==> config.mk <==
export PLATFORM = sky130hd
export DESIGN_NAME = mem_proxy_regs
export DESIGN_NICKNAME = d
export VERILOG_FILES = /design/src/proxy_test_pkg.sv /design/src/mem_proxy_regs.sv
export SDC_FILE = /design/constraint.sdc
export NUM_CORES = 1
export LEC_CHECK = 0
export BUFFER_PORTS_ARGS = -buffer_cell sky130_fd_sc_hd__buf_4
export CAP_MARGIN = 25
export CELL_PAD_IN_SITES_DETAIL_PLACEMENT = 2
export CELL_PAD_IN_SITES_GLOBAL_PLACEMENT = 2
export CORE_MARGIN = 2
export CORE_UTILIZATION = 30
export CTS_CLUSTER_DIAMETER = 40
export DETAILED_ROUTE_END_ITERATION = 10
export GPL_ROUTABILITY_DRIVEN = 0
export PLACE_DENSITY_LB_ADDON = 0.1
export SLEW_MARGIN = 20
export SYNTH_ARGS = -nofsm -noshare
export SYNTH_HDL_FRONTEND = slang
export SYNTH_SLANG_ARGS = --single-unit
export TNS_END_PERCENT = 30
==> constraint.sdc <==
create_clock -name clk -period 3 [get_ports clk]
set_input_delay 0.9 -clock clk [delete_from_list [all_inputs] [get_ports clk]]
set_output_delay 0.9 -clock clk [all_outputs]
set_load 0.02 [all_outputs]
==> src/proxy_test_pkg.sv <==
`default_nettype none

package proxy_test_pkg;

    // ------------------------------------------------
    // APB bus
    // ------------------------------------------------
    typedef struct packed {
        logic        psel;
        logic        penable;
        logic        pwrite;
        logic [11:0] paddr;
        logic [31:0] pwdata;
    } apb_req_t;

    typedef struct packed {
        logic        pready;
        logic [31:0] prdata;
        logic        pslverr;
    } apb_rsp_t;

    // Region select in paddr[11:8]
    localparam logic [3:0] REGION_INFO = 4'h0;
    localparam logic [3:0] REGION_MEM  = 4'h1;

    // Register proxy map
    localparam logic [7:0] OFS_PRE     = 8'h00;
    localparam logic [7:0] OFS_POST    = 8'h04;
    localparam logic [7:0] OFS_TRIGGER = 8'h08;
    localparam logic [7:0] OFS_STATUS  = 8'h0C;

    // Memory proxy map
    localparam logic [7:0] OFS_ADDR       = 8'h00;
    localparam logic [7:0] OFS_WR_DATA    = 8'h04;
    localparam logic [7:0] OFS_CMD        = 8'h08;
    localparam logic [7:0] OFS_MEM_STATUS = 8'h0C;
    localparam logic [7:0] OFS_RD_DATA    = 8'h10;

    // ASCII " PRE" and "POST"
    localparam logic [31:0] INFO_PRE  = 32'h2050_5245;
    localparam logic [31:0] INFO_POST = 32'h504F_5354;

    // ------------------------------------------------
    // Memory proxy command path
    // ------------------------------------------------
    localparam int MEM_ADDR_W = 16;

    typedef enum logic [1:0] {
        OP_NOP   = 2'd0,
        OP_WRITE = 2'd1,
        OP_READ  = 2'd2,
        OP_CLEAR = 2'd3
    } mem_op_e;

    typedef struct packed {
        logic                  valid;
        mem_op_e               op;
        logic [MEM_ADDR_W-1:0] addr;
        logic [31:0]           data;
    } mem_cmd_t;

    typedef struct packed {
        logic        busy;
        logic        rd_done;
        logic [31:0] rd_data;
    } mem_sts_t;

endpackage

`default_nettype wire

==> src/mem_proxy_regs.sv <==
`default_nettype none

module mem_proxy_regs (
    input  wire logic                    clk,
    input  wire logic                    srst,
    input  wire proxy_test_pkg::apb_req_t i_apb,
    output proxy_test_pkg::apb_rsp_t     o_apb,
    output proxy_test_pkg::mem_cmd_t     o_cmd,
    input  wire proxy_test_pkg::mem_sts_t i_sts
);
    localparam int AW = proxy_test_pkg::MEM_ADDR_W;

    logic                    setup;
    logic                    access;
    logic                    busy_now;
    logic [31:0]             rd_word;
    logic                    err;
    logic                    pready_q;
    logic                    pslverr_q;
    logic [31:0]             prdata_q;
    logic [AW-1:0]           addr_q;
    logic [31:0]             wr_data_q;
    logic [31:0]             rd_data_q;
    logic                    cmd_valid_q;
    proxy_test_pkg::mem_op_e cmd_op_q;

    assign setup  = i_apb.psel & ~i_apb.penable;
    assign access = i_apb.psel & i_apb.penable;

    // A command still in flight to the engine counts as busy
    assign busy_now = i_sts.busy | cmd_valid_q;

    always_comb begin
        rd_word = 32'h0;
        err     = 1'b0;
        case (i_apb.paddr[7:0])
            proxy_test_pkg::OFS_ADDR:    rd_word = 32'(addr_q);
            proxy_test_pkg::OFS_WR_DATA: rd_word = wr_data_q;
            proxy_test_pkg::OFS_CMD:     err = i_apb.pwrite & busy_now;
            proxy_test_pkg::OFS_MEM_STATUS: begin
                rd_word = {31'h0, busy_now};
                err     = i_apb.pwrite;
            end
            proxy_test_pkg::OFS_RD_DATA: begin
                rd_word = rd_data_q;
                err     = i_apb.pwrite;
            end
            default: err = 1'b1;
        endcase
    end

    // ------------------------------------------------
    // Register writes and command issue
    // ------------------------------------------------
    always_ff @(posedge clk) begin
        if (srst) begin
            pready_q    <= 1'b0;
            pslverr_q   <= 1'b0;
            addr_q      <= '0;
            wr_data_q   <= 32'h0;
            rd_data_q   <= 32'h0;
            cmd_valid_q <= 1'b0;
            cmd_op_q    <= proxy_test_pkg::OP_NOP;
        end else begin
            pready_q    <= setup;
            pslverr_q   <= setup & err;
            cmd_valid_q <= 1'b0;
            if (access && i_apb.pwrite && !pslverr_q) begin
                case (i_apb.paddr[7:0])
                    proxy_test_pkg::OFS_ADDR:    addr_q <= i_apb.pwdata[AW-1:0];
                    proxy_test_pkg::OFS_WR_DATA: wr_data_q <= i_apb.pwdata;
                    proxy_test_pkg::OFS_CMD: begin
                        // NOP is accepted and dropped
                        cmd_op_q    <= proxy_test_pkg::mem_op_e'(i_apb.pwdata[1:0]);
                        cmd_valid_q <= (i_apb.pwdata[1:0] != proxy_test_pkg::OP_NOP);
                    end
                    default: ;
                endcase
            end
            if (i_sts.rd_done) begin
                rd_data_q <= i_sts.rd_data;
            end
        end
    end

    always_ff @(posedge clk) begin
        if (setup) begin
            prdata_q <= rd_word;
        end
    end

    assign o_apb = '{pready: pready_q, prdata: prdata_q, pslverr: pslverr_q};
    assign o_cmd = '{valid: cmd_valid_q, op: cmd_op_q, addr: addr_q, data: wr_data_q};

endmodule

`default_nettype wire

Word level (Yosys, flattened, before mapping)
Index checks and enable logic that the tools add are counted.
Storage, ports and cells
  output and inout bits: 85
  word-level logic and storage cells: 33
  flip-flop bits (word level): 117
  input bits: 83
Cells by class
  mux-type cells: 2
  reduce and logical (&&, ||, !) cells: 11
  bitwise logic cells: 8
  equal/unequal tests: 4
Operators by type and width (number)
  32-bit case mux with 4 select lines: 1
  8-bit by 4-bit equality test with 1-bit output (second input constant): 2
  8-bit by 3-bit equality test with 1-bit output (second input constant): 1
  8-bit by 5-bit equality test with 1-bit output (second input constant): 1
  8-bit logical NOT: 1
  2-bit AND reduction: 3
  1-bit bitwise AND: 4
  2-bit OR reduction: 2
  1-bit inverter: 3
  1-bit case mux with 3 select lines: 1
  3-bit OR reduction: 1
  1-bit logical AND: 2
  2-bit nonzero test: 1
  1-bit logical NOT: 1
  1-bit bitwise OR: 1

Depth between registers and ports, before layout
  word-level depth: 5
  depth in mapped cells: 5

Least setup slack after synthesis
OpenSTA, ideal clock, no wires.
  kind: input port to flip-flop
  start: input i_apb[45] (netlist name)
  end: register prdata_q[0] (enable)
  arrival time: 2352 ps
  stages on the path: 1
  slack: 222 ps
  required time: 2575 ps
  library setup time: 425 ps
  cell sequence: nor2b_1
Between the ends
  word-level cells in the longest chain between the ends: 2
RTL lines
  start, declared: line mem_proxy_regs.sv:6  | input wire proxy_test_pkg::apb_req_t i_apb,
  1-bit inverter: line mem_proxy_regs.sv:27  | assign setup = i_apb.psel & ~i_apb.penable;
  1-bit bitwise AND: line mem_proxy_regs.sv:27
  end signal, assigned: line mem_proxy_regs.sv:88  | prdata_q <= rd_word;
  end, declared: line mem_proxy_regs.sv:20  | logic [31:0] prdata_q;
Every way passes these cells.
A chain may end at the register's enable or synchronous reset.

Worst setup path after layout
  start: input i_apb[33] (netlist name)
  end: register wr_data_q[24]
Between the ends
  word-level cells in the longest chain between the ends: 2
RTL lines
  8-bit by 3-bit equality test with 1-bit output: line mem_proxy_regs.sv:69  | case (i_apb.paddr[7:0])
  2-bit AND reduction (no line)
  end signal, assigned: line mem_proxy_regs.sv:71  | proxy_test_pkg::OFS_WR_DATA: wr_data_q <= i_apb.pwdata;
  end, declared: line mem_proxy_regs.sv:22  | logic [31:0] wr_data_q;
Every way passes these cells.

==> results.md <==
- Share of final-layout standard cells stronger than drive strength 1: 35.2%
- Antenna-violating nets left: 0
- Sinks on the clock net: 117
- Maximum ir drop on the vdd rail: 0.000389 V
- Minimum clock period after layout: 2.12 ns
- Commonest non-fill, non-tap cell in the layout: sky130_fd_sc_hd__buf_4
- Floorplan die height: 132 um
- First-pass GRT wire length: 24300 um
- Drt wl/cell: 19.3 um
- Top FF cell, synth: sky130_fd_sc_hd__dfxtp_1
- Number of flip-flops and latches in the synthesized netlist: 117
- I/O Pins: 168
- Iteration count of the initial detailed-routing pass: 4
- DRC Markers: 0
- Power density of the placed cells: 570 nW/um^2
- Per-instance average area after synthesis: 11.7 sq um
- Outcome: complete, no violations
- Worst setup startpoint: i_apb[33]
- Cts-stage hold buffer count: 0
- Layout overhead on the synthesized area: 40.8%
- Clock input transition at the sequential cells of the worst setup and hold paths: 0.05 ns
- Number of maximum-capacitance constraint violations: 0
- Clock Skew: 0.00687 ns
- Number of distinct library cell variants in the gate-level netlist after synthesis: 33
- Class of the tightest hold or removal check: flip-flop to flip-flop
- Overall power: 3.96 mW
- Worst skew pair latency: 0.42 ns
- Number of antenna cells inserted: 0
- Number of flops mapped to enable cells by yosys: 32
- Worst slew margin relative to its limit: 57.5%
- Total number of nets in the final design: 666
- Cell area after layout: 6950 sq um
- Die area: 17500 sq um
- Total of cells resized after clock tree synthesis: 0
- Cells after synthesis: 422
- Total number of H-tree levels: 4
- Minimum setup slack among reg-to-reg paths: 1.49 ns
- Crit. End Element: flip-flop
- Maximum number of pins on one net before global-route repair: 55
- Setup CP Type: primary input to flip-flop
- Share of the clock period used by the worst path: 70.7%
- Depth of the most critical reg-to-reg path: 4
- Fmax: 471 MHz
- Aggregate global-route resource usage: 18.2%
- Aggregate global routing overflow: 0
- CTS Buffer Depth: 2
- Share of the yosys chip area belonging to registers: 53.9%
- Worst reg2reg path startpoint: pslverr_q$_SDFF_PP0_
- TritonCTS Buffers: 17
- Post-synth design cell area: 4940 sq um
- Worst-margin pin slew: 0.637 ns
- Final Hold Viols: 0
- End of the worst register-to-register path: wr_data_q[24]$_SDFFE_PP0P_
- Final Hold Slack: 0.489 ns
- Via density: 4.72
- Antenna violations before repair: 0
- Routed wire length: 15600 um
- Number of max-slew violations in the final report: 0
- Initial core utilization: 30.8%
- Via count of the first global-routing pass: 4200
- Setup repair after global routing missed its margin: false
- Top library cells by usage in the layout, fill and taps aside: sky130_fd_sc_hd__buf_4 (173), sky130_fd_sc_hd__dfxtp_1 (85), sky130_fd_sc_hd__nand2b_1 (82), sky130_fd_sc_hd__mux2i_1 (82), sky130_fd_sc_hd__nor2_1 (36)
- DRC marker count from the first detailed-route iteration: 139
- Buffer cell driving the clock tree root: sky130_fd_sc_hd__clkbuf_16
- Setup crit end: wr_data_q[24]$_SDFFE_PP0P_
- Detailed placer's ending HPWL: 10600 um
- Kind of start point of the critical path: primary input
- Leak Pwr: 3.06 nW
- Required time of the critical path: 3.33 ns
- Cell count after placement: 780
- Largest driver fanout on the critical path: 26
- Net Count, Synth: 505
- Die width: 132 um
- Post-route insts no fill: 812
- Total of warnings raised by yosys: 0
- Number of vias after detailed routing: 3830
- Dpl cell area: 6380 sq um
- TritonCTS clock tree: built
- Fraction of registers with async set/reset: 0%
- Post-CTS Repair Setup Buffers: 0
- Arrival time at the worst endpoint: 2.46 ns
- Final Setup Violations: 0
- Site row count: 46
- TNS Setup: 0 ns
- Number of port buffers: 163
- Standard cell core area: 16000 sq um
## per-stage QoR
stage / worst slack (ns) / util, %
after floorplan: 0.222 / -
after global placement: 0.518 / 39.9
after detailed placement: 0.454 / 39.9
after CTS: 0.891 / 43.4
after global routing: 0.799 / 43.4
final: 0.878 / 43.4
## final cells by class
cell class                 instances  area (sq um)
fill                            1709          9050
sequential                       117          2660
multi-input combinational        270          2080
timing repair buffer             176          1360
clock buffer                      19           433
tap                              216           270
clock inverter                    13           139
inverter                           1          3.75
## power by group
group	switching, mW	internal [mW]	total (mW)
clock	0.712	1.28	2.00
combinational	0.137	0.147	0.284
sequential	0.0198	1.66	1.68
## layer usage
layer,wire [um],track usage [%],vias to the layer above
met3,765,5.19,22
met5,0,0,-
met2,8190,33.0,102
met4,277,7.17,0
met1,6400,20.1,1889
li1,-,-,1817
## worst min path at each step
stage                                      endpoint                      start  slack, ns  depth (start not counted)
after floorplan           rd_data_q[0]$_SDFFE_PP0P_  rd_data_q[0]$_SDFFE_PP0P_       0.45                          2
final                      cmd_op_q[0]$_SDFFE_PP0P_   cmd_op_q[0]$_SDFFE_PP0P_       0.49                          2
after detailed placement   cmd_op_q[0]$_SDFFE_PP0P_   cmd_op_q[0]$_SDFFE_PP0P_       0.48                          2
after global routing       cmd_op_q[0]$_SDFFE_PP0P_   cmd_op_q[0]$_SDFFE_PP0P_       0.51                          2
after global placement     cmd_op_q[1]$_SDFFE_PP0P_   cmd_op_q[1]$_SDFFE_PP0P_       0.47                          2
after CTS                  cmd_op_q[0]$_SDFFE_PP0P_   cmd_op_q[0]$_SDFFE_PP0P_       0.49                          2
## registers in the layout (all words and copies together) (netlist names)
register	cells
pready_q	1
cmd_valid_q	1
addr_q	16
pslverr_q	1
prdata_q	32
rd_data_q	32
cmd_op_q	2
wr_data_q	32
## critical path, stage by stage
cell and delay [ns]:
sky130_fd_sc_hd__buf_4 0.13, sky130_fd_sc_hd__or4b_1 0.63, sky130_fd_sc_hd__nor3b_4 0.28, sky130_fd_sc_hd__buf_12 0.28, sky130_fd_sc_hd__mux2i_1 0.22
## cell families after synthesis
kind of cell,after synthesis,share of synthesized area [%]
AO/OA/AOI/OAI,36,6.67
buffers and inverters,35,4.31
flip-flops,117,53.9
multiplexers,83,16.9
AND/OR/NAND/NOR,151,18.2
## Yosys cell counts (3+ instances only)
library cell               instances  area share, %
sky130_fd_sc_hd__buf_12            3            1.2
sky130_fd_sc_hd__clkbuf_1         17            1.3
sky130_fd_sc_hd__buf_4             4           0.61
sky130_fd_sc_hd__buf_2             8           0.81
sky130_fd_sc_hd__and3_1           16            2.0
sky130_fd_sc_hd__dfxtp_1          85             34
sky130_fd_sc_hd__edfxtp_1         32             19
sky130_fd_sc_hd__mux2i_1          82             17
sky130_fd_sc_hd__nor3_1            3           0.30
sky130_fd_sc_hd__a22o_1           16            2.8
sky130_fd_sc_hd__nand2b_1         82             10
sky130_fd_sc_hd__nor2_1           37            2.8
sky130_fd_sc_hd__a221o_1          15            3.0
Note: power is estimated with default switching activity, not from simulation.
