## src/proxy_test_pkg.sv

```systemverilog
`default_nettype none

package proxy_test_pkg;

    // ------------------------------------------------
    // APB bus
    // ------------------------------------------------
    typedef struct packed {
        logic        psel;
        logic        penable;
        logic        pwrite;
        logic [11:0] paddr;
        logic [31:0] pwdata;
    } apb_req_t;

    typedef struct packed {
        logic        pready;
        logic [31:0] prdata;
        logic        pslverr;
    } apb_rsp_t;

    // Region select in paddr[11:8]
    localparam logic [3:0] REGION_INFO = 4'h0;
    localparam logic [3:0] REGION_MEM  = 4'h1;

    // Register proxy map
    localparam logic [7:0] OFS_PRE     = 8'h00;
    localparam logic [7:0] OFS_POST    = 8'h04;
    localparam logic [7:0] OFS_TRIGGER = 8'h08;
    localparam logic [7:0] OFS_STATUS  = 8'h0C;

    // Memory proxy map
    localparam logic [7:0] OFS_ADDR       = 8'h00;
    localparam logic [7:0] OFS_WR_DATA    = 8'h04;
    localparam logic [7:0] OFS_CMD        = 8'h08;
    localparam logic [7:0] OFS_MEM_STATUS = 8'h0C;
    localparam logic [7:0] OFS_RD_DATA    = 8'h10;

    // ASCII " PRE" and "POST"
    localparam logic [31:0] INFO_PRE  = 32'h2050_5245;
    localparam logic [31:0] INFO_POST = 32'h504F_5354;

    // ------------------------------------------------
    // Memory proxy command path
    // ------------------------------------------------
    localparam int MEM_ADDR_W = 16;

    typedef enum logic [1:0] {
        OP_NOP   = 2'd0,
        OP_WRITE = 2'd1,
        OP_READ  = 2'd2,
        OP_CLEAR = 2'd3
    } mem_op_e;

    typedef struct packed {
        logic                  valid;
        mem_op_e               op;
        logic [MEM_ADDR_W-1:0] addr;
        logic [31:0]           data;
    } mem_cmd_t;

    typedef struct packed {
        logic        busy;
        logic        rd_done;
        logic [31:0] rd_data;
    } mem_sts_t;

endpackage

`default_nettype wire

```

## src/apb_decoder.sv

```systemverilog
`default_nettype none

module apb_decoder (
    input  wire logic                    clk,
    input  wire logic                    srst,
    input  wire proxy_test_pkg::apb_req_t i_apb,
    output proxy_test_pkg::apb_rsp_t     o_apb,
    output proxy_test_pkg::apb_req_t     o_info_req,
    input  wire proxy_test_pkg::apb_rsp_t i_info_rsp,
    output proxy_test_pkg::apb_req_t     o_mem_req,
    input  wire proxy_test_pkg::apb_rsp_t i_mem_rsp
);
    logic [3:0] region;
    logic       hit_info;
    logic       hit_mem;
    logic       err_q;

    assign region   = i_apb.paddr[11:8];
    assign hit_info = (region == proxy_test_pkg::REGION_INFO);
    assign hit_mem  = (region == proxy_test_pkg::REGION_MEM);

    // Requests fan out with psel qualified by region
    always_comb begin
        o_info_req      = i_apb;
        o_info_req.psel = i_apb.psel & hit_info;
        o_mem_req       = i_apb;
        o_mem_req.psel  = i_apb.psel & hit_mem;
    end

    // ------------------------------------------------
    // Unmapped region completion
    // ------------------------------------------------
    // Flagged in setup so the error lands in the first access cycle
    always_ff @(posedge clk) begin
        if (srst) begin
            err_q <= 1'b0;
        end else begin
            err_q <= i_apb.psel & ~i_apb.penable & ~hit_info & ~hit_mem;
        end
    end

    // Response return
    always_comb begin
        if (hit_info) begin
            o_apb = i_info_rsp;
        end else if (hit_mem) begin
            o_apb = i_mem_rsp;
        end else begin
            o_apb = '{pready: err_q, prdata: 32'h0, pslverr: err_q};
        end
    end

endmodule

`default_nettype wire

```

## config.mk

```make
export PLATFORM = sky130hd
export DESIGN_NAME = apb_decoder
export DESIGN_NICKNAME = d
export VERILOG_FILES = /design/src/proxy_test_pkg.sv /design/src/apb_decoder.sv
export SDC_FILE = /design/constraint.sdc
export NUM_CORES = 1
export LEC_CHECK = 0
export ABC_AREA = 1
export BUFFER_PORTS_ARGS = -buffer_cell sky130_fd_sc_hd__buf_2
export CAP_MARGIN = 10
export CORE_AREA = 2 2 95 97
export CTS_BUF_LIST = sky130_fd_sc_hd__clkbuf_8 sky130_fd_sc_hd__clkbuf_16
export DETAILED_ROUTE_END_ITERATION = 16
export DIE_AREA = 0 0 97 99
export SYNTH_ARGS = -nofsm -noshare
export SYNTH_HDL_FRONTEND = slang
export SYNTH_SLANG_ARGS = --single-unit
```

## constraint.sdc

```tcl
create_clock -name clk -period 1.3 [get_ports clk]
set_clock_uncertainty 0.2 [all_clocks]
set_input_delay 0 -clock clk [delete_from_list [all_inputs] [get_ports clk]]
set_output_delay 0 -clock clk [all_outputs]
set_load 0.02 [all_outputs]
```

* Word level (Yosys, flattened, before mapping)
Cells that the tools add are included.
Operators by class: $add $sub $neg 0, multipliers 0, div/mod/pow operators 0, magnitude comparators 0, equality and inequality tests 1, shift operators 0, muxes and demuxes 2, bitwise gates (word level) 8, reduce and logical (&&, ||, !) cells 1
Operator list (number):
- 2-to-1 mux 34 bit | 2
- AND 1 bit | 5
- == test 4 x 1 -> 1 bit (second input constant) | 1
- logical NOT 4 bit | 1
- NOT 1 bit | 3
Word-level totals: bits in registers 1, latch bits 0, memory bits (writable) 0, bits in read-only memories 0, bits of input ports 117, output and inout bits 128, word-level logic and storage cells 13, memories 0

* Longest topological paths before layout
Gate-level depths: netlist of the first run.
word-level depth 4, mapped depth 6, mapped depth without buffers 5

* Least setup slack after synthesis of the first run
Ideal clock, no wire load.
path kind input to output, start point input port i_apb[43] (netlist bit), end point output port o_info_req[46] (netlist bit), arrival 790 ps, required time 1100 ps, slack 310 ps, stages 4, cells stage by stage nor2_4 buf_6 nand2_2 nor3_1
RTL lines:
- start: declaration | RTL line apb_decoder.sv:6 | input wire proxy_test_pkg::apb_req_t i_apb,
- end: declaration | RTL line apb_decoder.sv:8 | output proxy_test_pkg::apb_req_t o_info_req,

==> metrics.yaml, run 1 <==
crit_chain: "buf_2, nor2_4, buf_12, nand2_2, nor3_1, buf_2"
crit_end: "o_info_req[46]"
worstPathArrival_ps: 940
synthToLayoutAreaGrowth_pct: 30.7
track_usage_pct: 8.06
cp.required_ps: 1100
die_w_um: 97
path_class: "primary input to output pin"
powerDensity_nw_per_um2: 392
p_leak_nw: 1.07
cpMaxStageDelayCell: "buf_2"
drc: 0
drtAntennaViolNets: 0
antenna_found_initial: 0
largest_reg_flops: 1
setup_tns_ps: 0
top_regs: "err_q: 1 flops"
placed_cell_area_um2: 1420
crit_path_frequent_cell: "buf_2"
tightest_slew_ps: 455
slowest_delay_ps: 210
ys_seq_area_share_pct: 1.43
nets: 407
diodes: 0
grt_pass1_vias: 1428
layout_commonest_cell: "buf_2"
coreArea_um2: 8550
startpoint: "i_apb[43]"
cp_top_family: "buffers and inverters"
rsz0062_at_grt: "no"
ys_warn_count: 0
timing.final.crit_period_ps: 1140
ys_ff_latch: 1
stdcell_area_um2: 1830
vdd_ir_drop_max_mv: 0.169
die_area_um2: 9600
critPathMaxFanout: 36
wire_per_inst_um: 11.3
status: "finished, final reports clean"
drtPass1Iterations: 5
yosysUniqueCellTypes: 15
die_h_um: 99
n_fill_cell: 992
startpoint_type: "primary input"
start_util_pct: 16.4
fmax_mhz: 873
critical_path_depth: 6
vias: 1562
rows: 34
syn_area_um2: 1400
top_register: "err_q"
hold_path.class: "primary input to output pin"
cp-end-kind: "output pin"
syn_inst: 226
worstPathBufferInverterCount: 3
cap_violations: 0
grt_max_degree: 37
gp_congestion: 0.675
wl_um: 4490
setup_viol: 0
drive_gt1_share_pct: 47.2
hpwl_um: 3320
io_buffers: 121
drv_slew: 0
hold_violations: 0
syn_nets: 343
max-slew-margin-rel_pct: 69.5
final_cell_mix: "121 x buf_2, 61 x nand3_1, 41 x dlygate4sd3_1"
io_pins: 245
grt_first_pass_wirelength_um: 6670
register_area_um2: 20.0
synth.avg_cell_area_um2: 6.21
grt_overflow: 0
min_period_over_period_pct: 88.1
via_per_inst: 3.94
drtIter0Drc: 25
multi_input_area_um2: 564
cell usage after synthesis (all sizes together):
| library cell | instances | area (um2) |
|---|---|---|
| buf | 105 | 796 |
| nand3 | 66 | 355 |
| nand2 | 37 | 141 |
| nor2 | 9 | 56.3 |
| inv | 6 | 22.5 |
| and3 | 1 | 6.26 |
| dfxtp | 1 | 20.0 |
| nor3 | 1 | 5.00 |
logic make-up (layout without fill, tap and decap cells):
group                  count (synthesis)  after routing  share of synthesized area, %
flip-flops                             1              1                          1.43
AND/OR/NAND/NOR                      114            114                          40.2
buffers and inverters                111            173                          58.3
stage by stage:
stage               cells  power [mW]  setup WS (ps)  utilization [%]  hold slack [ps]
CTS                   396       0.725            120             21.4             45.8
global route          396       0.768           34.7             21.4             60.9
global placement      355       0.418            138             16.6             -200
detailed placement    355       0.425            126             16.6             -200
finish                396       0.719            155             21.4             47.0
floorplan             226       0.620            310                -             -111
report_power, final:
group / leakage [nW] / switching [mW] / internal [mW]
clock: 0 / 0 / 0
combinational: 1.07 / 0.438 / 0.248
sequential: 0.00820 / 0.000266 / 0.0326
metal layers:
layer  wire length, um  GRT usage, %
met1              1450          8.68
met2              2540          17.5
met3               497         0.851
met4                 0             0
met5                 0             0
worst min-delay path by stage:
stage | cells past startpoint | start | end | slack, ps
finish | 2 | i_apb[45] | o_mem_req[45] | 50
global route | 2 | i_apb[45] | o_mem_req[45] | 60
CTS | 2 | i_apb[45] | o_info_req[45] | 50
detailed placement | 0 | i_apb[17] | o_info_req[17] | -200
global placement | 0 | i_apb[17] | o_info_req[17] | -200
floorplan | 1 | i_apb[40] | o_info_req[46] | -110
area by class of cell:
| type | instances | area share (%) |
|---|---|---|
| sequential | 1 | 1.09 |
| tap | 108 | 7.37 |
| timing repair buffer | 167 | 59.5 |
| multi-input combinational | 114 | 30.8 |
| inverter | 6 | 1.23 |
timing repair:
| action | in CTS | in global routing |
|---|---|---|
| gates resized for setup | 0 | 0 |
| hold endpoints to repair | 82 | 0 |
| setup buffers | 0 | 0 |
| hold buffers | 41 | 0 |
Power figures use the tool's default switching activity.
==> inputs of run 2 (changes only) <==
--- a/config.mk
+++ b/config.mk
@@ -12,6 +12,7 @@
 export CTS_BUF_LIST = sky130_fd_sc_hd__clkbuf_8 sky130_fd_sc_hd__clkbuf_16
 export DETAILED_ROUTE_END_ITERATION = 16
 export DIE_AREA = 0 0 97 99
+export SETUP_SLACK_MARGIN = 0.5
 export SYNTH_ARGS = -nofsm -noshare
 export SYNTH_HDL_FRONTEND = slang
 export SYNTH_SLANG_ARGS = --single-unit
==> metrics.yaml, run 2 (synthesis gave the netlist of run 1 again) <==
grt_max_degree: 21
drc: 0
gp_congestion: 0.715
drive_gt1_share_pct: 61.7
worstPathArrival_ps: 870
drtPass1Iterations: 4
wire_per_inst_um: 12.7
antenna_found_initial: 0
rows: 34
drv_slew: 0
path_class: "primary input to output pin"
grt_first_pass_wirelength_um: 7360
die_h_um: 99
setup_tns_ps: 0
fin_ws_ps: 228
layout_commonest_cell: "buf_2"
setup_viol: 0
timing.final.crit_period_ps: 1070
cpMaxStageDelayCell: "buf_12"
drtAntennaViolNets: 0
fmax_mhz: 933
cp_top_family: "buffers and inverters"
wl_um: 5160
slowest_delay_ps: 160
register_area_um2: 20.0
cp-end-kind: "output pin"
status: "finished, final reports clean"
die_w_um: 97
hold_violations: 0
grt_pass1_vias: 1622
grt_overflow: 0
drtIter0Drc: 21
via_per_inst: 4.11
vdd_ir_drop_max_mv: 0.191
final_cell_mix: "88 x buf_2, 58 x nand3_1, 41 x dlymetal6s4s_1"
io_pins: 245
diodes: 0
hpwl_um: 3470
startpoint: "i_apb[43]"
synthToLayoutAreaGrowth_pct: 70.9
tightest_slew_ps: 471
start_util_pct: 16.4
vias: 1668
die_area_um2: 9600
rsz0062_at_grt: "yes"
post-place-ws_ps: 116
startpoint_type: "primary input"
cp.required_ps: 1100
coreArea_um2: 8550
holdCritStartpoint: "i_apb[43]"
top_regs: "err_q: 1 flops"
max-slew-margin-rel_pct: 68.7
nets: 417
min_period_over_period_pct: 82.4
n_fill_cell: 928
powerDensity_nw_per_um2: 367
crit_chain: "buf_6, nor2_4, buf_12, buf_16, nand3_1, nand2_2, buf_2"
cap_violations: 0
worstPathBufferInverterCount: 4
top_register: "err_q"
track_usage_pct: 8.98
io_buffers: 121
multi_input_area_um2: 702
critPathMaxFanout: 20
largest_reg_flops: 1
p_leak_nw: 1.54
hold_path.class: "primary input to output pin"
run 2: changes by cell type in the layout (fill, tap and decap cells not counted), sizes merged:
cell,before,now
dlygate4sd3,41,0
buf,126,136
dlymetal6s4s,0,41
run 2: timing repair:
action | 4_1_cts | 5_1_grt
pin swaps | 5 | 3
hold buffers | 41 | 0
gates resized for setup | 64 | 53
setup endpoints to repair | 37 | 119
cloned | 3 | 0
endpoints found under the hold margin | 82 | 0
buffers inserted | 4 | 1
run 2: report_power, final:
| group | switching, mW | internal, mW | leakage, nW | total (mW) |
|---|---|---|---|---|
| logic | 0.482 | 0.364 | 1.53 | 0.846 |
| clock network | 0 | 0 | 0 | 0 |
| registers | 0.000251 | 0.0326 | 0.00820 | 0.0328 |
| total | 0.482 | 0.396 | 1.54 | 0.879 |
run 2: layout make-up:
cell class	instances	area share [%]
Tap cell	108	5.64
Sequential cell	1	0.835
Multi-Input combinational cell	114	29.3
Inverter	6	1.04
Timing Repair Buffer	177	63.2
run 2: per-stage QoR:
step,cells,hold WS (ps),instance area (um2),util (%),power [mW]
2_1_floorplan,226,-149,1480,-,0.637
3_3_place_gp,357,-200,1520,17.7,0.439
3_5_place_dp,357,-200,1520,17.7,0.445
4_1_cts,405,35.1,2240,26.2,0.852
5_1_grt,406,43.0,2400,28.0,0.929
6_report,406,33.3,2400,28.0,0.879
run 2: path summary, 6_finish.rpt:
check,to,cells past startpoint
min,o_mem_req[43],2
max,o_apb[16],7
run 2: routing by layer:
| layer | track usage (%) | share of wire (%) | vias to the layer above |
|---|---|---|---|
| met1 | 9.01 | 31 | 738 |
| met4 | 1.84 | 2.1 | 0 |
| met2 | 18.8 | 56 | 134 |
| met3 | 1.77 | 10 | 15 |
| met5 | 0 | 0 | - |
| li1 | - | - | 781 |
==> inputs of run 3 (changes only) <==
--- a/config.mk
+++ b/config.mk
@@ -8,10 +8,10 @@
 export ABC_AREA = 1
 export BUFFER_PORTS_ARGS = -buffer_cell sky130_fd_sc_hd__buf_2
 export CAP_MARGIN = 10
-export CORE_AREA = 2 2 95 97
+export CORE_AREA = 2 2 96 98
 export CTS_BUF_LIST = sky130_fd_sc_hd__clkbuf_8 sky130_fd_sc_hd__clkbuf_16
 export DETAILED_ROUTE_END_ITERATION = 16
-export DIE_AREA = 0 0 97 99
+export DIE_AREA = 0 0 98 100
 export SETUP_SLACK_MARGIN = 0.5
 export SYNTH_ARGS = -nofsm -noshare
 export SYNTH_HDL_FRONTEND = slang
==> constraint.sdc (replaced) <==
create_clock -name clk -period 1 [get_ports clk]
set_clock_uncertainty 0.2 [all_clocks]
set_input_delay 0 -clock clk [delete_from_list [all_inputs] [get_ports clk]]
set_output_delay 0 -clock clk [all_outputs]
set_load 0.02 [all_outputs]
==> metrics.yaml, run 3 (synthesis gave the netlist of run 1 again) <==
status: "finished, violations left"
violations: "negative hold slack, negative setup slack"
antenna_found_initial: 1
vias: 1562
top_regs: "err_q: 1 flops"
track_usage_pct: 10.3
hold_violations: 82
wire_per_inst_um: 15.1
path_class: "primary input to output pin"
die_area_um2: 9800
cp.required_ps: 800
timing.final.crit_period_ps: 1070
layout_commonest_cell: "buf_2"
rsz0062_at_grt: "yes"
worstPathArrival_ps: 870
die_h_um: 100
setup_tns_ps: -1470
setup_viol: 35
powerDensity_nw_per_um2: 383
hold_depth: 0
grt_pass1_vias: 1540
rows: 35
final_cell_mix: "76 x buf_2, 47 x buf_6, 34 x nand2_2"
grt_first_pass_wirelength_um: 8020
startpoint_type: "primary input"
min_period_over_period_pct: 107
via_per_inst: 4.09
io_pins: 245
critPathMaxFanout: 9
synthToLayoutAreaGrowth_pct: 79.0
tightest_slew_ps: 204
drtPass1Iterations: 4
start_util_pct: 15.8
gp_congestion: 0.698
cap_violations: 0
top_register: "err_q"
vdd_ir_drop_max_mv: 0.162
cp-end-kind: "output pin"
nets: 389
max-slew-margin-rel_pct: 86.4
drtIter0Drc: 23
wl_um: 5780
hpwl_um: 3760
largest_reg_flops: 1
io_buffers: 121
grt_overflow: 0
power.total_mw: 0.961
coreArea_um2: 8890
p_leak_nw: 1.16
drv_slew: 0
n_fill_cell: 927
drive_gt1_share_pct: 86.7
drc: 0
grt_max_degree: 25
whs_ps: -200
die_w_um: 98
fin_ws_ps: -74.6
hold_path.class: "primary input to output pin"
fmax_mhz: 931
drtAntennaViolNets: 0
==> run 3: per-stage QoR <==
stage	worst slack (ps)	instance area [um2]	hold WS [ps]	cells	utilization [%]
global placement	-119	1610	-200	364	18.1
CTS	-76.1	2240	-200	376	25.2
floorplan	181	1510	-149	226	-
detailed placement	-142	1610	-200	364	18.1
global route	-124	2510	-200	381	28.2
finish	-74.6	2510	-200	382	28.2
==> run 3: layout make-up <==
type	instances	area [um2]	area share, %
repair buffers	149	1380	54.8
multi-input cells	114	952	37.9
well taps	111	139	5.53
inverters	6	22.5	0.897
flip-flops and latches	1	20.0	0.797
diodes	1	2.50	0.0997
==> run 3: repair_timing <==
action,in CTS,in global routing
setup endpoints to repair,41,40
setup buffers,7,2
hold endpoints to repair,82,82
gates cloned,5,3
gates resized for setup,128,35
pin swaps,8,21
==> run 3: metal layers <==
metal	routed length, um	track usage [%]	vias to the layer above
li1	-	-	734
met1	1770	9.68	707
met2	3430	21.9	97
met3	439	2.30	24
met4	140	2.56	0
met5	0	0	-
==> run 3: worst paths after layout <==
kind              startpoint              to  slack (ps)
setup / recovery   i_apb[43]       o_apb[11]         -70
hold / removal     i_apb[19]  o_info_req[19]        -200
==> run 3: where the power goes <==
group | internal (mW) | switching (mW)
Combinational | 0.473 | 0.445
Clock | 0.000000134 | 0
Sequential | 0.0423 | 0.000309
Total | 0.516 | 0.445
==> run 3: critical path: stages <==
cell,delay [ps]
buf_8,100
nor2_4,150
buf_12,180
clkbuf_16,160
nand3_4,80
nand2_2,80
buf_6,110
