### config.mk
export PLATFORM = sky130hd
export DESIGN_NAME = mem_proxy_engine
export DESIGN_NICKNAME = d
export VERILOG_FILES = /design/src/proxy_test_pkg.sv /design/src/mem_proxy_engine.sv
export SDC_FILE = /design/constraint.sdc
export NUM_CORES = 1
export LEC_CHECK = 0
export BUFFER_PORTS_ARGS = -buffer_cell sky130_fd_sc_hd__buf_2
export CORE_UTILIZATION = 39
export DETAILED_ROUTE_END_ITERATION = 10
export PLACE_DENSITY = 0.85
export SLEW_MARGIN = 20
export SYNTH_ARGS = -nofsm -noshare
export SYNTH_HDL_FRONTEND = slang
export SYNTH_SLANG_ARGS = --single-unit
### constraint.sdc
create_clock -name clk -period 3 [get_ports clk]
set_input_delay 0.15 -clock clk [delete_from_list [all_inputs] [get_ports clk]]
set_output_delay 0.15 -clock clk [all_outputs]
set_load 0.02 [all_outputs]
### src/proxy_test_pkg.sv
`default_nettype none

package proxy_test_pkg;

    // ------------------------------------------------
    // APB bus
    // ------------------------------------------------
    typedef struct packed {
        logic        psel;
        logic        penable;
        logic        pwrite;
        logic [11:0] paddr;
        logic [31:0] pwdata;
    } apb_req_t;

    typedef struct packed {
        logic        pready;
        logic [31:0] prdata;
        logic        pslverr;
    } apb_rsp_t;

    // Region select in paddr[11:8]
    localparam logic [3:0] REGION_INFO = 4'h0;
    localparam logic [3:0] REGION_MEM  = 4'h1;

    // Register proxy map
    localparam logic [7:0] OFS_PRE     = 8'h00;
    localparam logic [7:0] OFS_POST    = 8'h04;
    localparam logic [7:0] OFS_TRIGGER = 8'h08;
    localparam logic [7:0] OFS_STATUS  = 8'h0C;

    // Memory proxy map
    localparam logic [7:0] OFS_ADDR       = 8'h00;
    localparam logic [7:0] OFS_WR_DATA    = 8'h04;
    localparam logic [7:0] OFS_CMD        = 8'h08;
    localparam logic [7:0] OFS_MEM_STATUS = 8'h0C;
    localparam logic [7:0] OFS_RD_DATA    = 8'h10;

    // ASCII " PRE" and "POST"
    localparam logic [31:0] INFO_PRE  = 32'h2050_5245;
    localparam logic [31:0] INFO_POST = 32'h504F_5354;

    // ------------------------------------------------
    // Memory proxy command path
    // ------------------------------------------------
    localparam int MEM_ADDR_W = 16;

    typedef enum logic [1:0] {
        OP_NOP   = 2'd0,
        OP_WRITE = 2'd1,
        OP_READ  = 2'd2,
        OP_CLEAR = 2'd3
    } mem_op_e;

    typedef struct packed {
        logic                  valid;
        mem_op_e               op;
        logic [MEM_ADDR_W-1:0] addr;
        logic [31:0]           data;
    } mem_cmd_t;

    typedef struct packed {
        logic        busy;
        logic        rd_done;
        logic [31:0] rd_data;
    } mem_sts_t;

endpackage

`default_nettype wire

### src/mem_proxy_engine.sv
`default_nettype none

module mem_proxy_engine #(
    parameter int MEM_DEPTH = 1024
) (
    input  wire logic                                 clk,
    input  wire logic                                 srst,
    input  wire proxy_test_pkg::mem_cmd_t              i_cmd,
    output proxy_test_pkg::mem_sts_t                  o_sts,
    output logic                                      o_ram_en,
    output logic                                      o_ram_wr,
    output logic [proxy_test_pkg::MEM_ADDR_W-1:0]     o_ram_addr,
    output logic [31:0]                               o_ram_wdata,
    input  wire logic [31:0]                          i_ram_rdata
);
    localparam int AW = $clog2(MEM_DEPTH);

    typedef logic [proxy_test_pkg::MEM_ADDR_W-1:0] ram_addr_t;

    typedef enum logic [2:0] {
        ST_INIT,
        ST_IDLE,
        ST_WRITE,
        ST_READ,
        ST_READ_WAIT
    } state_e;

    state_e        state;
    logic [AW-1:0] clr_cnt;
    logic [AW-1:0] cmd_addr;
    logic [31:0]   cmd_data;

    // ------------------------------------------------
    // FSM
    // ------------------------------------------------
    always_ff @(posedge clk) begin
        if (srst) begin
            state   <= ST_INIT;
            clr_cnt <= '0;
        end else begin
            case (state)
                ST_INIT: begin
                    clr_cnt <= clr_cnt + 1'b1;
                    // Depth is a power of two, so all ones is the last word
                    if (&clr_cnt) state <= ST_IDLE;
                end
                ST_IDLE: begin
                    if (i_cmd.valid) begin
                        case (i_cmd.op)
                            proxy_test_pkg::OP_WRITE: state <= ST_WRITE;
                            proxy_test_pkg::OP_READ:  state <= ST_READ;
                            proxy_test_pkg::OP_CLEAR: begin
                                state   <= ST_INIT;
                                clr_cnt <= '0;
                            end
                            default: state <= ST_IDLE;
                        endcase
                    end
                end
                ST_WRITE:     state <= ST_IDLE;
                ST_READ:      state <= ST_READ_WAIT;
                ST_READ_WAIT: state <= ST_IDLE;
                default:      state <= ST_IDLE;
            endcase
        end
    end

    // Command payload
    always_ff @(posedge clk) begin
        if (state == ST_IDLE && i_cmd.valid) begin
            cmd_addr <= i_cmd.addr[AW-1:0];
            cmd_data <= i_cmd.data;
        end
    end

    // RAM port
    assign o_ram_en    = (state == ST_INIT) || (state == ST_WRITE) || (state == ST_READ);
    assign o_ram_wr    = (state == ST_INIT) || (state == ST_WRITE);
    assign o_ram_addr  = ram_addr_t'((state == ST_INIT) ? clr_cnt : cmd_addr);
    assign o_ram_wdata = (state == ST_INIT) ? 32'h0 : cmd_data;

    // Read data is on the RAM output in the wait state
    assign o_sts = '{busy: (state != ST_IDLE), rd_done: (state == ST_READ_WAIT),
                     rd_data: i_ram_rdata};

endmodule

`default_nettype wire

# Word-level counts from Yosys, hierarchy flattened
# Cells that the tools add are included.
[totals] register_bits=55 out_inout_bits=84 wordCells=33
[classes] add_sub_neg=1 eq_ne=11 mux=9 reduce_logical=8
[ops] op="two-way mux 32 bit" count=1
[ops] op="two-way mux 10 bit" count=3
[ops] op="case mux 10 bit (2 select lines)" count=1
[ops] op="adder 10 x 1 -> 10 bit (second input constant)" count=1
[ops] op="AND reduction 10 bit" count=1
[ops] op="case mux 3 bit (3 select lines)" count=1
[ops] op="== test 3 x 2 -> 1 bit (second input constant)" count=2
[ops] op="two-way mux 3 bit" count=2
[ops] op="case mux 2 bit (3 select lines)" count=1
[ops] op="== test 2 bit (second input constant)" count=2
[ops] op="!= test 2 bit (second input constant)" count=2
[ops] op="== test 3 x 1 -> 1 bit (second input constant)" count=1
[ops] op="== test 3 bit (second input constant)" count=1
[ops] op="logical NOT 3 bit" count=1
[ops] op="!= test 3 x 1 -> 1 bit (second input constant)" count=1
[ops] op="AND reduction 3 bit" count=1
[ops] op="== test 2 x 1 -> 1 bit (second input constant)" count=1
[ops] op="logical OR 1 bit" count=2
[ops] op="!= test 2 x 1 -> 1 bit (second input constant)" count=1
[ops] op="AND reduction 2 bit" count=1
[ops] op="nonzero test 2 bit" count=1
[ops] op="logical AND 1 bit" count=1

# Logic depth before layout (Yosys ltp)
# Gate-level depths: netlist of run 1.
[depth] word_depth=4 mapped_depth=5

# Worst setup path after synthesis of run 1
# No wires, ideal clock.
[synth_timing] path_kind="reg2reg" start="register state[0]" end="register cmd_addr[0] (enable)" setup_time_ns=0.442 t_arrival_ns=2.657 setup_slack_ns=-0.099 stages_incl_launch_ff=3 path_cell_list="dfxtp_1 or3b_2 nor2_1"
[synth_between] elab_chain_len=2
[synth_lines] item="start, declared" line="mem_proxy_engine.sv:28" text="state_e state;"
[synth_lines] item="start signal, assigned" line="mem_proxy_engine.sv:38" text="state <= ST_INIT;"
[synth_lines] item="start signal, assigned" line="mem_proxy_engine.sv:45" text="if (&clr_cnt) state <= ST_IDLE;"
[synth_lines] item="start signal, assigned" line="mem_proxy_engine.sv:50" text="proxy_test_pkg::OP_WRITE: state <= ST_WRITE;"
[synth_lines] item="== test 3 x 1 -> 1 bit" line="mem_proxy_engine.sv:70" text="if (state == ST_IDLE && i_cmd.valid) begin"
[synth_lines] item="logical AND 1 bit" line="mem_proxy_engine.sv:70"
[synth_lines] item="end signal, assigned" line="mem_proxy_engine.sv:71" text="cmd_addr <= i_cmd.addr[AW-1:0];"
[synth_lines] item="end, declared" line="mem_proxy_engine.sv:30" text="logic [AW-1:0] cmd_addr;"
# No other way between the ends.
# A chain may end at the register's enable or synchronous reset.

# Worst setup path in the final report of run 1
[layout_timing] start="register state[0]" end="register cmd_addr[4] (enable)"
# Same word-level chain as after synthesis.

==> results of run 1 <==
flip-flops by register name, indices dropped and copies added, names as in the netlist:
register  count
cmd_data     32
state         3
clr_cnt      10
cmd_addr     10
cell usage after synthesis (all sizes together) (3+ instances only):
cell and count:
nor4 3, mux2i 4, o31ai 5, mux2 10, nor2 8, inv 6, and2b 15, or4 4
nand2 4, nand3 3, o21ai 9, dfxtp 13, edfxtp 42, nor2b 22, a21oi 6, buf 41
clkbuf 5, ha 4
critical path, stage by stage, from the launching register on:
cell	delay, ns
dfxtp_1	0.47
or3b_2	0.62
nor2_4	0.47
buf_12	0.26
per-layer routing:
layer	global-route usage	vias to the layer above	wire (um)
met5	0	-	0
met4	0.0370	0	87
met3	0.0467	14	448
met2	0.263	81	2830
met1	0.152	817	1920
li1	-	859	-
final cells by class:
class,instances,share of cell area
Multi-Input combinational cell,118,0.273
Clock buffer,5,0.0221
Sequential cell,55,0.490
Clock inverter,3,0.00765
Timing Repair Buffer,98,0.169
Inverter,6,0.00725
Tap cell,77,0.0310
final timing paths:
| kind | start | end | slack, ns |
|---|---|---|---|
| worst max register to register | state[0] | cmd_addr[4] | 0.87 |
| worst min register to register | clr_cnt[1] | clr_cnt[1] | 0.53 |
| worst min-delay path | i_cmd[12] | cmd_data[12] | 0.02 |
| worst max-delay path | state[0] | cmd_addr[4] | 0.87 |
logic make-up (layout without fill, tap and decap cells):
family	after synthesis	count (layout)	synth area share
AOI/OAI and AO/OA	24	24	0.0591
other	1	6	0.00140
DFF	55	55	0.566
and+or+nand+nor	70	70	0.168
buffers and inverters	52	112	0.130
adders and majority gates	4	4	0.0186
muxes	14	14	0.0568
what timing repair did:
| action | in CTS | in global routing |
|---|---|---|
| gates resized for setup | 0 | 0 |
| endpoints found under the hold margin | 0 | 3 |
| hold buffers | 0 | 3 |
power breakdown:
| group | switching [mW] | total (mW) | internal (mW) |
|---|---|---|---|
| Clock | 0.239 | 0.408 | 0.169 |
| Sequential | 0.00470 | 0.825 | 0.820 |
| Combinational | 0.0358 | 0.0716 | 0.0358 |
| Total | 0.280 | 1.31 | 1.03 |
metrics by stage:
step,utilization,std cells,worst slack (ns)
5_1_grt,0.479,362,0.735
3_3_place_gp,0.460,351,0.919
4_1_cts,0.474,359,0.866
2_1_floorplan,-,225,0.604
6_report,0.479,362,0.874
3_5_place_dp,0.460,351,0.878
==> impl_metrics.csv, run 1 <==
group,metric,value,unit
status,status,"complete, no violations",
worst_setup_path,cp-start-kind,"flip-flop",
min_path,hp-class,"input port to flip-flop",
worst_setup_path,worstSetupEndpointType,"flip-flop",
placement,place.port_buffers,92,
final_layout,areaGrowthSynthToFinish,15.6,%
min_path,holdPathStages,1,
route,antenna_left,0,
floorplanning,die_w,85.0,um
timing,final.period_utilization,0.709,
timing,relSlewSlack,0.360,
global_route,antenna_found_initial,0,
timing,maxSlewViolCount,0,
global_route,grt_pass1_vias,1749,
synth,synth_top_area_cell,"edfxtp_1",
timing,worst_pin_slew,0.957,ns
timing,rsz0062_at_grt,"false",
clock_network,cts_tree,"built",
synth,synth_seq_area_share,0.566,
synth,syn_avg_cell_area,12.2,um2
route,drt_iter0_markers,122,
clock_network,cts.reportedPaths.clkPinSlew,0.10,ns
floorplanning,rows,29,
global_route,grt_pass1_wl,8090,um
floorplanning,die_area,0.00723,mm2
final_layout,nets,373,
global_route,grt-ovfl-total,0,
synth,ys_seq_elements,55,
clock_network,cts_setup_buffers,0,
clock_network,cts-root-buf,"clkbuf_8",
worst_setup_path,critPathKind,"flip-flop to flip-flop",
route,routed_via_density,4.89,
synth,syn_area,0.00269,mm2
synth,synth-edff-count,42,
final_layout,fillers,588,
final_layout,final_cell_mix,"92 x buf_2, 42 x edfxtp_1, 22 x nor2b_1",
route,vias,1771,
pwr,p_per_area,420,mW/mm2
final_layout,seq_area,0.00152,mm2
floorplanning,die_h,85.0,um
pwr,leakagePower,1.34,nW
timing,tns,0,ns
synth,yosys_most_used_dff,"edfxtp_1",
run,drv_cap,0,
final_layout,multi_input_area,850,um2
global_route,grt_max_degree,27,
worst_setup_path,critical_path_required,3.01,ns
route,routed_wirelength,5280,um
timing,fin_skew,0.00384,ns
final_layout,n_antenna_cell,0,
placement,post-dp-hpwl,4010,um
final_layout,design_area,0.00311,mm2
synth,synth_top_cell_area_share,0.469,
final_layout,final_common_cell,"buf_2",
timing,fmax,0.470,GHz
synth,synth.distinct_cells,38,
route,drcViolationCount,0,
worst_setup_path,crit_fanout,26,
final_layout,drive_above_1_share,0.418,
synth,async_reset_ff_frac,0,
synth,yosys_warnings,0,
timing,setup_viol,0,
timing,holdWs,0.0212,ns
floorplanning,io_pins,169,
clock_network,clk_path_buf_depth,2,
floorplanning,coreArea,0.00649,mm2
clock_network,htree_levels,2,
timing,layout_min_cycle_time,2.13,ns
clock_network,cts.sinks,55,
worst_setup_path,cp.arrival,2.13,ns
clock_network,cts_buffers,5,
placement,place.gp.congestion,0.761,
worst_setup_path,ff2ff_path_depth,3,
floorplanning,start_util,0.414,
placement,place_area,0.00299,mm2
route,drtPass1Iterations,4,
global_route,grt_usage,0.141,
route,post_drt_wl_per_cell,14.6,um
pwr,irDropWorstVdd,0.337,mV
clock_network,clk_latency,0.29,ns
synth,yosys-top-cells-area,"edfxtp_1 47%, buf_4 11%, dfxtp_1 9.7%",
pwr,power,1.31,mW
synth,synthCells,220,
timing,hold_violations,0,
Note: power is estimated with default switching activity, not from simulation.
==> run 2: changes to the inputs <==
==> constraint.sdc (replaced) <==
create_clock -name clk -period 1.7 [get_ports clk]
set_input_delay 0.085 -clock clk [delete_from_list [all_inputs] [get_ports clk]]
set_output_delay 0.085 -clock clk [all_outputs]
set_load 0.02 [all_outputs]
==> impl_metrics.csv, run 2 (synthesis results as in run 1) <==
group,metric,value,unit
global_route,antenna_found_initial,0,
timing,holdWs,0.128,ns
timing,fmax,0.593,GHz
worst_setup_path,critical_path_required,1.62,ns
floorplanning,coreArea,0.00649,mm2
timing,final.period_utilization,0.992,
floorplanning,start_util,0.414,
worst_setup_path,crit_fanout,4,
final_layout,top_register,"cmd_data",
global_route,grt_pass1_vias,1966,
final_layout,largest_register_ffs,32,
final_layout,final_cell_mix,"70 x buf_2, 42 x edfxtp_1, 42 x dlygate4sd3_1",
route,drcViolationCount,0,
worst_setup_path,cp-start-kind,"flip-flop",
placement,place.gp.congestion,0.764,
route,routed_wirelength,6490,um
timing,fin_skew,0.00605,ns
final_layout,areaGrowthSynthToFinish,45.8,%
min_path,hp-class,"input port to flip-flop",
final_layout,reg.largest.list,"cmd_data x32, clr_cnt x10, cmd_addr x10",
final_layout,fillers,496,
worst_setup_path,ff2ff_path_depth,4,
placement,place_area,0.00303,mm2
timing,setup_viol,0,
worst_setup_path,critPathKind,"flip-flop to output pin",
final_layout,final_common_cell,"buf_2",
min_path,holdPathStages,2,
timing,rsz0062_at_grt,"true",
timing,hold_violations,0,
min_path,hold_end,"clr_cnt[1]",
clock_network,htree_levels,2,
worst_setup_path,r2r-start,"state[2]",
floorplanning,die_area,0.00723,mm2
placement,post-dp-hpwl,3980,um
pwr,power,2.39,mW
global_route,grt_max_degree,37,
route,post_drt_wl_per_cell,15.6,um
route,routed_via_density,4.80,
pwr,leakagePower,1.70,nW
status,status,"complete, no violations",
clock_network,cts.sinks,55,
clock_network,clk_latency,0.31,ns
route,vias,1995,
placement,place.port_buffers,92,
floorplanning,io_pins,169,
global_route,grt_usage,0.167,
route,drt_iter0_markers,139,
global_route,grt_pass1_wl,9230,um
floorplanning,die_h,85.0,um
clock_network,cts_tree,"built",
clock_network,cts_buffers,5,
final_layout,n_antenna_cell,0,
worst_setup_path,worstSetupEndpointType,"output pin",
run,drv_cap,0,
floorplanning,rows,29,
final_layout,drive_above_1_share,0.407,
global_route,grt-ovfl-total,0,
final_layout,design_area,0.00392,mm2
timing,layout_min_cycle_time,1.69,ns
worst_setup_path,rrSetupSlack,0.08,ns
final_layout,nets,427,
floorplanning,die_w,85.0,um
route,antenna_left,0,
min_path,worstHoldStart,"srst",
route,drtPass1Iterations,4,
worst_setup_path,r2r_end,"clr_cnt[8]",
clock_network,cts.reportedPaths.clkPinSlew,0.10,ns
pwr,irDropWorstVdd,0.516,mV
clock_network,cts-root-buf,"clkbuf_8",
clock_network,clk_path_buf_depth,2,
worst_setup_path,cp.arrival,1.60,ns
timing,maxSlewViolCount,0,
pwr,p_per_area,611,mW/mm2
[run 2: cell types whose count changed in the layout (fill, tap and decap cells not counted), sizes merged]
cell	delta
clkinv	-1
inv	+1
clkbuf	+3
bufbuf	+1
dlygate4sd3	+39
buf	+11
[run 2: how the worst max path moves through the flow]
stage	startpoint	endpoint	slack, ns	depth (start not counted)
2_1_floorplan	state[0]	cmd_addr[0]	-0.12	2
3_3_place_gp	state[0]	cmd_data[11]	0.22	3
3_5_place_dp	state[0]	cmd_data[9]	0.18	3
4_1_cts	state[0]	o_ram_addr[5]	-0.01	5
5_1_grt	state[2]	o_ram_addr[2]	-0.08	5
6_report	state[2]	o_ram_addr[8]	0.01	5
[run 2: stage by stage]
step / std cells / util / setup slack [ns] / setup TNS [ns]
detailed placement: 355 / 0.467 / 0.183 / 0
global route: 416 / 0.603 / -0.0780 / -1.49
CTS: 413 / 0.565 / -0.0108 / -0.0297
finish: 416 / 0.603 / 0.0134 / 0
floorplan: 225 / - / -0.119 / -5.06
global placement: 355 / 0.467 / 0.223 / 0
[run 2: final cells by class]
cell class / count / area [um2] / area share
clock buffer: 5 / 68.8 / 0.0176
clock inverter: 3 / 21.3 / 0.00543
timing repair buffer: 152 / 1280 / 0.327
multi-input combinational: 118 / 896 / 0.229
sequential: 55 / 1530 / 0.391
inverter: 6 / 22.5 / 0.00575
tap: 77 / 96.3 / 0.0246
[run 2: what timing repair did]
action | in CTS | in global routing
buffers inserted | 7 | 0
endpoints found under the hold margin | 42 | 0
setup endpoints to repair | 15 | 33
resized for setup | 13 | 53
cloned | 1 | 3
pin swaps | 1 | 1
hold buffers | 42 | 0
[run 2: routing by layer]
| layer | vias up | GRT usage | share of wire | wire [um] |
|---|---|---|---|---|
| met1 | 919 | 0.174 | 0.36 | 2310 |
| met2 | 98 | 0.331 | 0.56 | 3640 |
| met3 | 14 | 0.0428 | 0.073 | 475 |
| li1 | 964 | - | - | - |
| met4 | 0 | 0.0385 | 0.010 | 66 |
| met5 | - | 0 | 0 | 0 |
[run 2: critical path, stage by stage (launching register included)]
cell	delay, ns
dfxtp_4	0.36
nor3_4	0.19
buf_6	0.17
clkbuf_16	0.15
mux2_4	0.30
buf_6	0.13
[run 2: report_power, final]
part,internal (mW),total (mW),switching (mW)
Combinational,0.132,0.211,0.0796
Sequential,1.44,1.45,0.00867
Clock,0.297,0.728,0.432
